File: src/common/eth_test_pkg.sv
/*
 * shared sizes, reset defaults, register map and FSM states
 * for the four-port Ethernet link test engine
 */
`default_nettype none

package eth_test_pkg;

    // ------------------------------------------------------------------------
    // sizes
    // ------------------------------------------------------------------------
    localparam int unsigned N_PORTS = 4;
    localparam int unsigned BYTE_W  = 8;
    localparam int unsigned SIZE_W  = 16;
    localparam int unsigned CNT_W   = 32;
    localparam int unsigned ADDR_W  = 4;

    // frame length limits and values after reset
    localparam int unsigned MIN_PKT_SIZE   = 2;
    localparam int unsigned DEF_PKT_SIZE   = 64;
    localparam int unsigned DEF_PAUSE_SIZE = 16;

    // control word bit that fires the counter clear
    localparam int unsigned CLR_BIT = 24;

    // register map with addresses 8..15 reading as zero
    typedef enum logic [ADDR_W-1:0] {
        REG_CTRL       = 4'd0,
        REG_PKT_SIZE   = 4'd1,
        REG_PAUSE_SIZE = 4'd2,
        REG_STATUS     = 4'd3,
        REG_CNTERR0    = 4'd4,
        REG_CNTERR1    = 4'd5,
        REG_CNTERR2    = 4'd6,
        REG_CNTERR3    = 4'd7
    } reg_addr_e;

    // generator and checker FSM states
    typedef enum logic [1:0] {GEN_IDLE, GEN_REQ, GEN_SEND, GEN_PAUSE} gen_state_e;
    typedef enum logic {CHK_IDLE, CHK_FRAME} chk_state_e;

endpackage

`default_nettype wire

File: src/design/eth_test_top.sv
/*
 * link test engine top, one generator and one checker per port
 * around the register block; per-port buses are flat, port x in slice x
 */
`timescale 1ns/1ps
`default_nettype none

module eth_test_top
    import eth_test_pkg::*;
(
    input  wire logic                      clk125M,
    input  wire logic                      rst_i,
    // register access
    input  wire logic                      wr_stb_i,
    input  wire logic                      rd_stb_i,
    input  wire reg_addr_e                 addr_i,
    input  wire logic [CNT_W-1:0]          wr_data_i,
    output logic      [CNT_W-1:0]          rd_data_o,
    // link state from the MAC
    input  wire logic [N_PORTS-1:0]        link_i,
    // transmit side
    output logic      [N_PORTS-1:0]        tx_rq_o,
    input  wire logic [N_PORTS-1:0]        tx_ack_i,
    output logic      [N_PORTS-1:0]        tx_valid_o,
    output logic      [N_PORTS-1:0]        tx_sof_o,
    output logic      [N_PORTS-1:0]        tx_eof_o,
    output logic      [N_PORTS*BYTE_W-1:0] tx_data_o,
    // receive side
    input  wire logic [N_PORTS-1:0]        rx_valid_i,
    input  wire logic [N_PORTS-1:0]        rx_sof_i,
    input  wire logic [N_PORTS-1:0]        rx_eof_i,
    input  wire logic [N_PORTS-1:0]        rx_err_i,
    input  wire logic [N_PORTS*BYTE_W-1:0] rx_data_i
);

    logic [N_PORTS-1:0]       start;
    logic [N_PORTS-1:0]       test_err;
    logic [N_PORTS*CNT_W-1:0] cnterr;
    logic                     clr;
    logic [SIZE_W-1:0]        pkt_size;
    logic [SIZE_W-1:0]        pause_size;

    test_regs u_regs (
        .clk125M     (clk125M),
        .rst_i       (rst_i),
        .wr_stb_i    (wr_stb_i),
        .rd_stb_i    (rd_stb_i),
        .addr_i      (addr_i),
        .wr_data_i   (wr_data_i),
        .rd_data_o   (rd_data_o),
        .link_i      (link_i),
        .test_err_i  (test_err),
        .cnterr_i    (cnterr),
        .start_o     (start),
        .clr_o       (clr),
        .pkt_size_o  (pkt_size),
        .pause_size_o(pause_size)
    );

    // ------------------------------------------------------------------------
    // per-port traffic pair
    // ------------------------------------------------------------------------
    for (genvar x = 0; x < N_PORTS; x++) begin : g_port
        pkt_gen u_gen (
            .clk125M     (clk125M),
            .rst_i       (rst_i),
            .start_i     (start[x]),
            .link_i      (link_i[x]),
            .pkt_size_i  (pkt_size),
            .pause_size_i(pause_size),
            .tx_rq_o     (tx_rq_o[x]),
            .tx_ack_i    (tx_ack_i[x]),
            .tx_valid_o  (tx_valid_o[x]),
            .tx_sof_o    (tx_sof_o[x]),
            .tx_eof_o    (tx_eof_o[x]),
            .tx_data_o   (tx_data_o[x*BYTE_W +: BYTE_W])
        );

        pkt_chk u_chk (
            .clk125M   (clk125M),
            .rst_i     (rst_i),
            .clr_i     (clr),
            .pkt_size_i(pkt_size),
            .rx_valid_i(rx_valid_i[x]),
            .rx_sof_i  (rx_sof_i[x]),
            .rx_eof_i  (rx_eof_i[x]),
            .rx_err_i  (rx_err_i[x]),
            .rx_data_i (rx_data_i[x*BYTE_W +: BYTE_W]),
            .cnterr_o  (cnterr[x*CNT_W +: CNT_W]),
            .test_err_o(test_err[x])
        );
    end

endmodule

`default_nettype wire

File: src/design/test_regs.sv
/*
 * control and status registers of the link test engine,
 * strobed writes take effect next cycle, reads return data one cycle later
 */
`timescale 1ns/1ps
`default_nettype none

module test_regs
    import eth_test_pkg::*;
(
    input  wire logic                     clk125M,
    input  wire logic                     rst_i,
    input  wire logic                     wr_stb_i,
    input  wire logic                     rd_stb_i,
    input  wire reg_addr_e                addr_i,
    input  wire logic [CNT_W-1:0]         wr_data_i,
    output logic      [CNT_W-1:0]         rd_data_o,
    input  wire logic [N_PORTS-1:0]       link_i,
    input  wire logic [N_PORTS-1:0]       test_err_i,
    input  wire logic [N_PORTS*CNT_W-1:0] cnterr_i,
    output logic      [N_PORTS-1:0]       start_o,
    output logic                          clr_o,
    output logic      [SIZE_W-1:0]        pkt_size_o,
    output logic      [SIZE_W-1:0]        pause_size_o
);

    logic [SIZE_W-1:0] wr_size;
    logic [CNT_W-1:0]  rd_mux;

    // size fields sit in the low half of the write word
    assign wr_size = wr_data_i[SIZE_W-1:0];

    // ------------------------------------------------------------------------
    // write side
    // ------------------------------------------------------------------------
    always_ff @(posedge clk125M) begin
        if (rst_i) begin
            start_o      <= '0;
            clr_o        <= 1'b0;
            pkt_size_o   <= SIZE_W'(DEF_PKT_SIZE);
            pause_size_o <= SIZE_W'(DEF_PAUSE_SIZE);
        end else begin
            // clear is a single-cycle pulse
            clr_o <= 1'b0;
            if (wr_stb_i) begin
                case (addr_i)
                    REG_CTRL: begin
                        start_o <= wr_data_i[N_PORTS-1:0];
                        clr_o   <= wr_data_i[CLR_BIT];
                    end
                    REG_PKT_SIZE: begin
                        // too short a frame is raised to the minimum
                        if (wr_size < SIZE_W'(MIN_PKT_SIZE)) begin
                            pkt_size_o <= SIZE_W'(MIN_PKT_SIZE);
                        end else begin
                            pkt_size_o <= wr_size;
                        end
                    end
                    REG_PAUSE_SIZE: pause_size_o <= wr_size;
                    default: ;
                endcase
            end
        end
    end

    // ------------------------------------------------------------------------
    // read side
    // ------------------------------------------------------------------------
    always_comb begin
        rd_mux = '0;
        case (addr_i)
            REG_CTRL:       rd_mux[N_PORTS-1:0] = start_o;
            REG_PKT_SIZE:   rd_mux[SIZE_W-1:0]  = pkt_size_o;
            REG_PAUSE_SIZE: rd_mux[SIZE_W-1:0]  = pause_size_o;
            // test_err above link
            REG_STATUS:     rd_mux[2*N_PORTS-1:0] = {test_err_i, link_i};
            REG_CNTERR0:    rd_mux = cnterr_i[0*CNT_W +: CNT_W];
            REG_CNTERR1:    rd_mux = cnterr_i[1*CNT_W +: CNT_W];
            REG_CNTERR2:    rd_mux = cnterr_i[2*CNT_W +: CNT_W];
            REG_CNTERR3:    rd_mux = cnterr_i[3*CNT_W +: CNT_W];
            default:        rd_mux = '0;
        endcase
    end

    // read data holds until the next strobe
    always_ff @(posedge clk125M) begin
        if (rst_i) begin
            rd_data_o <= '0;
        end else if (rd_stb_i) begin
            rd_data_o <= rd_mux;
        end
    end

endmodule

`default_nettype wire

File: src/traffic/pkt_chk.sv
/*
 * per-port receive checker; every byte must equal the first byte plus
 * its index, bad frames are counted and latch a sticky error flag
 */
`timescale 1ns/1ps
`default_nettype none

module pkt_chk
    import eth_test_pkg::*;
(
    input  wire logic              clk125M,
    input  wire logic              rst_i,
    input  wire logic              clr_i,
    input  wire logic [SIZE_W-1:0] pkt_size_i,
    input  wire logic              rx_valid_i,
    input  wire logic              rx_sof_i,
    input  wire logic              rx_eof_i,
    input  wire logic              rx_err_i,
    input  wire logic [BYTE_W-1:0] rx_data_i,
    output logic      [CNT_W-1:0]  cnterr_o,
    output logic                   test_err_o
);

    chk_state_e        state_q;
    logic [BYTE_W-1:0] base_q;
    logic [SIZE_W-1:0] idx_q;
    logic              bad_q;
    logic              sof_v;
    logic              eof_v;
    logic              byte_ok;
    logic              bump;

    // markers only count on valid bytes
    assign sof_v   = rx_valid_i && rx_sof_i;
    assign eof_v   = rx_valid_i && rx_eof_i;
    assign byte_ok = (rx_data_i == base_q + idx_q[BYTE_W-1:0]);

    // ------------------------------------------------------------------------
    // bad frame end detection
    // ------------------------------------------------------------------------
    always_comb begin
        bump = 1'b0;
        case (state_q)
            CHK_IDLE: begin
                // one-byte frame, or eof with no frame open
                if (eof_v) begin
                    bump = sof_v ? (rx_err_i || pkt_size_i != SIZE_W'(1)) : 1'b1;
                end
            end
            CHK_FRAME: begin
                // sof inside a frame ends the current one as bad
                if (sof_v) begin
                    bump = 1'b1;
                end else if (eof_v) begin
                    bump = bad_q || rx_err_i || !byte_ok || ((idx_q + 1'b1) != pkt_size_i);
                end
            end
            default: bump = 1'b0;
        endcase
    end

    always_ff @(posedge clk125M) begin
        if (rst_i) begin
            state_q    <= CHK_IDLE;
            idx_q      <= '0;
            bad_q      <= 1'b0;
            cnterr_o   <= '0;
            test_err_o <= 1'b0;
        end else begin
            case (state_q)
                CHK_IDLE: begin
                    if (sof_v && !eof_v) begin
                        state_q <= CHK_FRAME;
                        bad_q   <= rx_err_i;
                        idx_q   <= SIZE_W'(1);
                    end
                end
                CHK_FRAME: begin
                    if (eof_v) begin
                        state_q <= CHK_IDLE;
                    end else if (sof_v) begin
                        // resync on the new frame
                        bad_q <= rx_err_i;
                        idx_q <= SIZE_W'(1);
                    end else if (rx_valid_i) begin
                        bad_q <= bad_q || rx_err_i || !byte_ok;
                        idx_q <= idx_q + 1'b1;
                    end
                end
                default: state_q <= CHK_IDLE;
            endcase

            // clear wins over a count in the same cycle
            if (clr_i) begin
                cnterr_o   <= '0;
                test_err_o <= 1'b0;
            end else if (bump) begin
                if (cnterr_o != '1) begin
                    cnterr_o <= cnterr_o + 1'b1;
                end
                test_err_o <= 1'b1;
            end
        end
    end

    // first byte of each frame is the base
    always_ff @(posedge clk125M) begin
        if (sof_v) begin
            base_q <= rx_data_i;
        end
    end

endmodule

`default_nettype wire

File: src/traffic/pkt_gen.sv
/*
 * per-port test frame generator that requests the MAC slot, sends
 * numbered bytes once confirmed and then pauses before the next request
 */
`timescale 1ns/1ps
`default_nettype none

module pkt_gen
    import eth_test_pkg::*;
(
    input  wire logic              clk125M,
    input  wire logic              rst_i,
    input  wire logic              start_i,
    input  wire logic              link_i,
    input  wire logic [SIZE_W-1:0] pkt_size_i,
    input  wire logic [SIZE_W-1:0] pause_size_i,
    output logic                   tx_rq_o,
    input  wire logic              tx_ack_i,
    output logic                   tx_valid_o,
    output logic                   tx_sof_o,
    output logic                   tx_eof_o,
    output logic      [BYTE_W-1:0] tx_data_o
);

    gen_state_e        state_q;
    logic [SIZE_W-1:0] remain_q;
    logic [SIZE_W-1:0] pause_q;
    logic [BYTE_W-1:0] seq_q;
    logic              frame_go;
    logic              rearm;

    // slot confirmed so the first byte goes out next cycle
    assign frame_go = (state_q == GEN_REQ) && tx_ack_i;
    assign rearm    = start_i && link_i;

    always_ff @(posedge clk125M) begin
        if (rst_i) begin
            state_q    <= GEN_IDLE;
            tx_rq_o    <= 1'b0;
            tx_valid_o <= 1'b0;
            tx_sof_o   <= 1'b0;
            tx_eof_o   <= 1'b0;
            remain_q   <= '0;
            pause_q    <= '0;
            seq_q      <= '0;
        end else begin
            case (state_q)
                GEN_IDLE: begin
                    if (rearm) begin
                        state_q <= GEN_REQ;
                        tx_rq_o <= 1'b1;
                    end
                end
                GEN_REQ: begin
                    // frame length is latched here and holds for the frame
                    if (tx_ack_i) begin
                        state_q    <= GEN_SEND;
                        tx_rq_o    <= 1'b0;
                        tx_valid_o <= 1'b1;
                        tx_sof_o   <= 1'b1;
                        tx_eof_o   <= (pkt_size_i == SIZE_W'(1));
                        remain_q   <= pkt_size_i - 1'b1;
                    end
                end
                GEN_SEND: begin
                    tx_sof_o <= 1'b0;
                    if (tx_eof_o) begin
                        tx_valid_o <= 1'b0;
                        tx_eof_o   <= 1'b0;
                        seq_q      <= seq_q + 1'b1;
                        // zero pause goes straight to the next request
                        if (pause_size_i != '0) begin
                            state_q <= GEN_PAUSE;
                            pause_q <= pause_size_i;
                        end else if (rearm) begin
                            state_q <= GEN_REQ;
                            tx_rq_o <= 1'b1;
                        end else begin
                            state_q <= GEN_IDLE;
                        end
                    end else begin
                        remain_q <= remain_q - 1'b1;
                        tx_eof_o <= (remain_q == SIZE_W'(1));
                    end
                end
                GEN_PAUSE: begin
                    // last idle cycle decides between next request and stop
                    if (pause_q == SIZE_W'(1)) begin
                        if (rearm) begin
                            state_q <= GEN_REQ;
                            tx_rq_o <= 1'b1;
                        end else begin
                            state_q <= GEN_IDLE;
                        end
                    end
                    pause_q <= pause_q - 1'b1;
                end
                default: state_q <= GEN_IDLE;
            endcase
        end
    end

    // byte k of a frame is seq + k
    always_ff @(posedge clk125M) begin
        if (frame_go) begin
            tx_data_o <= seq_q;
        end else if (tx_valid_o) begin
            tx_data_o <= tx_data_o + 1'b1;
        end
    end

endmodule

`default_nettype wire

File: config.mk
export PLATFORM = sky130hd
export DESIGN_NAME = eth_test_top
export DESIGN_NICKNAME = d
export VERILOG_FILES = /design/src/common/eth_test_pkg.sv /design/src/design/eth_test_top.sv /design/src/design/test_regs.sv /design/src/traffic/pkt_chk.sv /design/src/traffic/pkt_gen.sv
export SDC_FILE = /design/constraint.sdc
export NUM_CORES = 2
export LEC_CHECK = 0
export ABC_AREA = 1
export BUFFER_PORTS_ARGS = -buffer_cell sky130_fd_sc_hd__buf_2
export CAP_MARGIN = 0
export CORE_MARGIN = 2
export CORE_UTILIZATION = 63
export DETAILED_ROUTE_END_ITERATION = 6
export MAX_ROUTING_LAYER = met4
export PLACE_DENSITY = 0.9
export SYNTH_ARGS = -nofsm -noshare
export SYNTH_HDL_FRONTEND = slang
export SYNTH_HIERARCHICAL = 1
export SYNTH_SLANG_ARGS = --single-unit
export TNS_END_PERCENT = 1
File: constraint.sdc
create_clock -name clk125M -period 3.3 [get_ports clk125M]
set_input_delay 0 -clock clk125M [delete_from_list [all_inputs] [get_ports clk125M]]
set_output_delay 0 -clock clk125M [all_outputs]
set_load 0.02 [all_outputs]
Word-level counts from Yosys, hierarchy flattened
Index checks and enable logic that the tools add are counted.
{"block": "word_totals", "ff_bits": 521, "in_bits": 96, "out_inout_bits": 80, "word_cells": 471}
{"block": "op_classes", "add_sub_neg": 29, "order_cmp": 1, "eq_ne": 81, "muxes": 186, "bitwise": 6, "n_reduce_logical": 103}
{"operator": "16-bit two-way mux", "n": 30}
{"operator": "16-bit case mux with 2 select lines", "n": 12}
{"operator": "16-bit by 1-bit equality test with 1-bit output (second input constant)", "n": 9}
{"operator": "16-bit by 1-bit subtractor with 16-bit output (second input constant)", "n": 9}
{"operator": "32-bit by 1-bit adder with 32-bit output (second input constant)", "n": 4}
{"operator": "32-bit inequality test (second input constant)", "n": 4}
{"operator": "1-bit two-way mux", "n": 80}
{"operator": "16-bit by 1-bit adder with 16-bit output (second input constant)", "n": 4}
{"operator": "8-bit by 1-bit adder with 8-bit output (second input constant)", "n": 8}
{"operator": "8-bit two-way mux", "n": 8}
{"operator": "16-bit inequality test", "n": 4}
{"operator": "16-bit case mux with 4 select lines", "n": 1}
{"operator": "1-bit case mux with 2 select lines", "n": 24}
{"operator": "8-bit case mux with 6 select lines", "n": 1}
{"operator": "3-bit AND reduction", "n": 16}
{"operator": "2-bit two-way mux", "n": 20}
{"operator": "2-bit inequality test (second input constant)", "n": 19}
{"operator": "2-bit by 1-bit inequality test with 1-bit output (second input constant)", "n": 17}
{"operator": "8-bit adder", "n": 4}
{"operator": "8-bit equality test", "n": 4}
{"operator": "2-bit case mux with 4 select lines", "n": 4}
{"operator": "4-bit case mux with 8 select lines", "n": 1}
{"operator": "4-bit AND reduction", "n": 8}
{"operator": "2-bit AND reduction", "n": 15}
{"operator": "20 further kinds", "n": 100}

Depth between registers and ports, before layout
{"block": "logic_depth", "word_depth": 9, "mapped_depth": 20, "mapped_depth_nobuf": 19}

By module
The synthesis kept the hierarchy.
{"mod": "pkt_chk", "instances": 4, "cells_per_inst": 710, "area_each_um2": 4270.3, "seq_area_each_um2": 1261.2}
{"mod": "pkt_gen (g_port[0].u_gen ...)", "instances": 3, "cells_per_inst": 628, "area_each_um2": 3858.7, "seq_area_each_um2": 1161.1}
{"mod": "test_regs", "instances": 1, "cells_per_inst": 644, "area_each_um2": 3958.8, "seq_area_each_um2": 1381.3}
{"mod": "pkt_gen (g_port[3].u_gen)", "instances": 1, "cells_per_inst": 628, "area_each_um2": 3792.4, "seq_area_each_um2": 1161.1}

Worst setup path after synthesis
OpenSTA, ideal clock, no wires.
{"block": "synth_path", "kind": "register to register", "from": "register g_port[0].u_chk.idx_q[0]", "to": "register g_port[0].u_chk.cnterr_o[11]", "arrival_time_ns": 2.228, "required_time_ns": 3.172, "path_slack_ns": 0.944, "stages_incl_launch_ff": 19, "n_path_buf": 1, "synth_period_minus_slack_ns": 2.356, "path_cell_list": "dfxtp_1 ha_1 fa_1 inv_1 nand2_1 nand3_1 nor2_1 nand4_1 nor2_1 nand2_1 nor2_1 nand3_1 nand2_1 nand2_4 buf_2 nand3_1 nand2_1 nand2_1 nor2_1"}
{"block": "synth_via", "elab_chain_len": 9, "elab_cells_between_ends": 11}
{"item": "from (decl)", "line_no": "pkt_chk.sv:26", "source": "logic [SIZE_W-1:0] idx_q;"}
{"item": "from (signal assigned)", "line_no": "pkt_chk.sv:87", "source": "idx_q <= idx_q + 1'b1;"}
{"item": "branches (longest 4 deep; another with 16-bit by 1-bit adder with 16-bit output)"}
{"item": "1-bit logical OR (*)", "line_no": "pkt_chk.sv:55", "source": "bump = bad_q || rx_err_i || !byte_ok || ((idx_q + 1'b1) != pkt_size_i);"}
{"item": "1-bit two-way mux (*)", "line_no": "pkt_chk.sv:54", "source": "end else if (eof_v) begin"}
{"item": "1-bit two-way mux (*)", "line_no": "pkt_chk.sv:52", "source": "if (sof_v) begin"}
{"item": "1-bit case mux with 2 select lines (*)", "line_no": "pkt_chk.sv:43", "source": "case (state_q)"}
{"item": "2-bit AND reduction (no line) (*)"}
{"item": "to (signal assigned)", "line_no": "pkt_chk.sv:99", "source": "cnterr_o <= cnterr_o + 1'b1;"}
{"item": "to (decl)", "line_no": "pkt_chk.sv:20", "source": "output logic [CNT_W-1:0] cnterr_o,"}
Mark *: on every way between the ends.
A chain may end at the register's enable or synchronous reset.

Final worst setup path
{"block": "layout_path", "from": "register g_port[2].u_chk.idx_q[0]", "to": "register g_port[2].u_chk.cnterr_o[6]"}
{"block": "layout_via", "elab_chain_len": 9, "elab_cells_between_ends": 11}
{"item": "from (decl)", "line_no": "pkt_chk.sv:26"}
{"item": "from (signal assigned)", "line_no": "pkt_chk.sv:87"}
{"item": "branches (longest 4 deep; another with 16-bit by 1-bit adder with 16-bit output)"}
{"item": "1-bit logical OR (*)", "line_no": "pkt_chk.sv:55"}
{"item": "1-bit two-way mux (*)", "line_no": "pkt_chk.sv:54"}
{"item": "1-bit two-way mux (*)", "line_no": "pkt_chk.sv:52"}
{"item": "1-bit case mux with 2 select lines (*)", "line_no": "pkt_chk.sv:43"}
{"item": "2-bit AND reduction (no line) (*)"}
{"item": "to (signal assigned)", "line_no": "pkt_chk.sv:99"}
{"item": "to (decl)", "line_no": "pkt_chk.sv:20"}
Marked as above.

==> out/qor.yml <==
run_status:
  outcome: "finished with violations"
  violations: "design-rule violations"
cells_and_area:
  fin_area_sq_um: 40700
  layout.cells.non_filler: 6998
  nets: 6349
  multiInputGateArea_sq_um: 21310
  drive_gt1_frac: 0.07415
  regArea_sq_um: 11070
  area_delta_synth_final_pct: 11.79
  nFillCells: 4794
place:
  dp.cells: 6795
  place_ws_ps: 388.3
  gp_congestion: 1.001
  io_buffers: 160
  placed_area_sq_um: 37700
  dp_hpwl_microns: 78680
setup_path:
  crit_slowest_cell: "fa_1"
  r2r_start: "g_port[2].u_chk/idx_q[0]"
  startpoint_type: "flip-flop"
  r2r-end: "g_port[2].u_chk/cnterr_o[6]"
  endpoint_kind: "flip-flop"
  crit_path_cell_trace: "ha_1 > fa_1 > nand3_1 > nand2_1 > nand2_1 > nand2_1 > nand2_1 > nand2_1 > nor2_1 > nand2_1 > nor2_1 > nand3_1 > nand2_1 > nand2_4 > buf_6 > nand3_1 > nand2_1 > nand2_1 > nor2_1"
  cpMostUsedCell: "nand2_1"
  r2r_setup_slack_ps: 220
  cp-endpoint: "g_port[2].u_chk/cnterr_o[6]"
  crit_start: "g_port[2].u_chk/idx_q[0]"
  criticalPathCategory: "reg2reg"
  crit_arrival_ps: 3610
  crit_required_ps: 3830
  slowest_delay_ps: 430
  r2r_cells: 19
  worst-path-max-fanout: 33
global_route:
  use_met2: 0.5969
  grt_overflow: 0
  grt_pass1_vias: 36710
  met3_usage: 0.05641
  grt_usage: 0.3769
  grt_start_max_net_pins: 92
  antenna_found_initial: 1
  grt_pass1_wl_microns: 180800
  busiest_layer: "met2"
  grtUsageMet1: 0.4593
clock_tree:
  cts_tree: "done"
  numCtsBuffers: 58
  path_clk_slew_ps: 70
  root_buffer: "clkbuf_16"
  h-tree-depth: 2
  clk-insertion-delay-late_ps: 660
  cts.path.max_buffers: 3
  clock_sinks: 521
floorplan:
  core_sq_um: 57370
  die_w_microns: 244.4
  rows: 88
  die_y_microns: 244.4
  start_util: 0.6347
  die-area_sq_um: 59730
  pin_count: 176
yosys:
  netlist_area_sq_um: 36410
  synth_cell_types: 50
  synth_top_family_by_area: "simple AND/OR/NAND/NOR gates"
  synth_compound_area_frac: 0.08502
  syn_nets: 6164
  synthMuxAreaShare: 0
  seq_area_frac_synth: 0.3041
  yosys.area.top_type: "dfxtp_1"
  ys_warn_count: 6
  synth_top_area_share: 0.2513
  yosysMostFrequentCell: "nand2_1"
  synthCells: 5996
  synth_edf_count: 64
  yosys.area_share.simple: 0.4479
  synth_ff_type: "dfxtp_1"
  synthTopCellsByArea: "dfxtp_1, nand2_1, nand3_1, inv_1, nor2_1"
  ys_ff_latch: 521
  synth_common_cells: "nand2_1, inv_1, nand3_1"
  async_flop_share: 0
  synth_area_per_cell_sq_um: 6.072
  synth_fa_ha_area_frac: 0.02557
  synth-xor-area-share: 0.02526
detailed_routing:
  drtAntennaViolNets: 0
  first_pass_iters: 7
  viasPerCell: 5.821
  drcViolationCount: 1
  dr_total_vias: 40740
  drt_iter0_drc: 4421
  wl_microns: 113300
  wl_per_cell_microns: 16.19
timing:
  setup_viol: 0
  skew_ps: 23.86
  finalCritPeriodShare: 0.9324
  fmax_ghz: 0.3250
  hold_viol: 0
  grt_setup_unrepaired: "false"
  final.setup.tns_ps: 0
  slew_headroom: 0.2687
  final_max_slew_viol_count: 0
  worst_slack_ps: 223.1
  period_minus_slack_ps: 3077
  tightest_slew_ps: 1095
power:
  power.density_cell_area_nw_per_um2: 373.1
  p_leak_nw: 18.62
  fin_total_pwr_w: 0.01518
  peakVddDrop_mv: 0.3970
min_path:
  hp-start: "addr_i[2]"
  hold_path_class: "in2reg"
  whs_path_depth: 4
flow_run:
  max_cap_violations: 0
[area by class of cell]
class | instances | area share
Inverter | 831 | 0.07682
Antenna cell | 2 | 0.0001230
Timing Repair Buffer | 310 | 0.05318
Clock buffer | 73 | 0.03876
Clock inverter | 37 | 0.01211
Tap cell | 765 | 0.02352
Multi-Input combinational cell | 4459 | 0.5235
Sequential cell | 521 | 0.2720
[layout by cell type (no fill, tap or decap), types with 5 or more instances in the layout]
master            n
clkbuf_16        58
nor3b_1          10
nor3_1           71
ha_1             68
xor2_1           82
a21o_1            7
o21bai_1          8
nand2_2          24
o211ai_1          5
nand4_1         238
inv_2            22
edfxtp_1         64
nor2_2           31
dlygate4sd3_1    91
nand2_1        1748
clkbuf_1          8
clkinv_2          7
nand3_1         771
nand3b_1         25
inv_1           798
xnor2_1          23
nor2_1          673
nor4_1           29
or2_2            11
nand3_2           6
inv_6             5
clkbuf_8          7
o21ai_1           5
o21ai_0         184
nor2_4           28
bufinv_16        11
a21oi_1         328
dfxtp_1         457
buf_4            58
nand2_4          10
clkinv_1         16
a211oi_1          5
a31oi_1          29
buf_2           159
[state kept, by name, summed over array words and instances, names as in the netlist]
| register | count |
|---|---|
| g_port.u_chk/bad_q | 4 |
| g_port.u_gen/tx_eof_o | 4 |
| g_port.u_chk/cnterr_o | 128 |
| g_port.u_gen/seq_q | 32 |
| g_port.u_chk/state_q | 4 |
| g_port.u_gen/tx_sof_o | 4 |
| u_regs/rd_data_o | 32 |
| g_port.u_gen/tx_valid_o | 4 |
| u_regs/pkt_size_o | 16 |
| g_port.u_gen/tx_data_o | 32 |
| u_regs/clr_o | 1 |
| g_port.u_gen/tx_rq_o | 4 |
| g_port.u_chk/base_q | 32 |
| g_port.u_gen/remain_q | 64 |
| g_port.u_gen/state_q | 8 |
| g_port.u_gen/pause_q | 64 |
| g_port.u_chk/test_err_o | 4 |
| u_regs/start_o | 4 |
| u_regs/pause_size_o | 16 |
| g_port.u_chk/idx_q | 64 |
[layer usage]
metal	share of wire	wire length (microns)	up-vias
li1	-	-	19780
met1	0.39	44760	18430
met2	0.45	51050	2038
met3	0.093	10510	491
met4	0.062	6993	0
met5	0	0	-
[worst max-delay path: cells and delay by family (launching register included)]
family	cells	cell delay (ps)
adder cells (fa/ha/maj)	2	700
buffers and inverters	1	240
flip-flops	1	410
AND/OR/NAND/NOR	16	1590
[worst min path at each step]
stage | slack, ps | endpoint
finish | 60 | u_regs/pkt_size_o[6]
detailed placement | 190 | g_port[2].u_chk/base_q[7]
CTS | 20 | u_regs/pkt_size_o[8]
global placement | 190 | g_port[2].u_chk/base_q[7]
floorplan | 80 | g_port[0].u_gen/remain_q[1]
global route | 60 | u_regs/pkt_size_o[8]
[through the flow]
| stage | hold slack [ps] | util |
|---|---|---|
| 4_1_cts | 21.33 | 0.7092 |
| 3_5_place_dp | 193.0 | 0.6573 |
| 6_report | 64.73 | 0.7095 |
| 5_1_grt | 64.90 | 0.7095 |
| 2_1_floorplan | 78.47 | - |
| 3_3_place_gp | 190.0 | 0.6573 |
[report_power, final]
part | total [W] | switching (W) | leakage, nW | internal [W]
logic | 0.00142 | 0.000958 | 13.3 | 0.000464
registers | 0.00663 | 0.000117 | 4.28 | 0.00652
clock network | 0.00713 | 0.00288 | 1.01 | 0.00425
total | 0.0152 | 0.00395 | 18.6 | 0.0112
[timing repair]
item	in CTS	in global routing
hold buffers	91	0
endpoints found under the hold margin	213	0
buffers inserted	0	0
gates resized for setup	0	2
endpoints found under the setup margin	0	18
[cell families after synthesis]
kind of cell,count (synthesis)
flops,521
xor+xnor,105
buf+inv,1016
compound gates,589
fa+ha+maj,72
simple gates,3693
No activity file was read; power rests on OpenSTA's default activity.
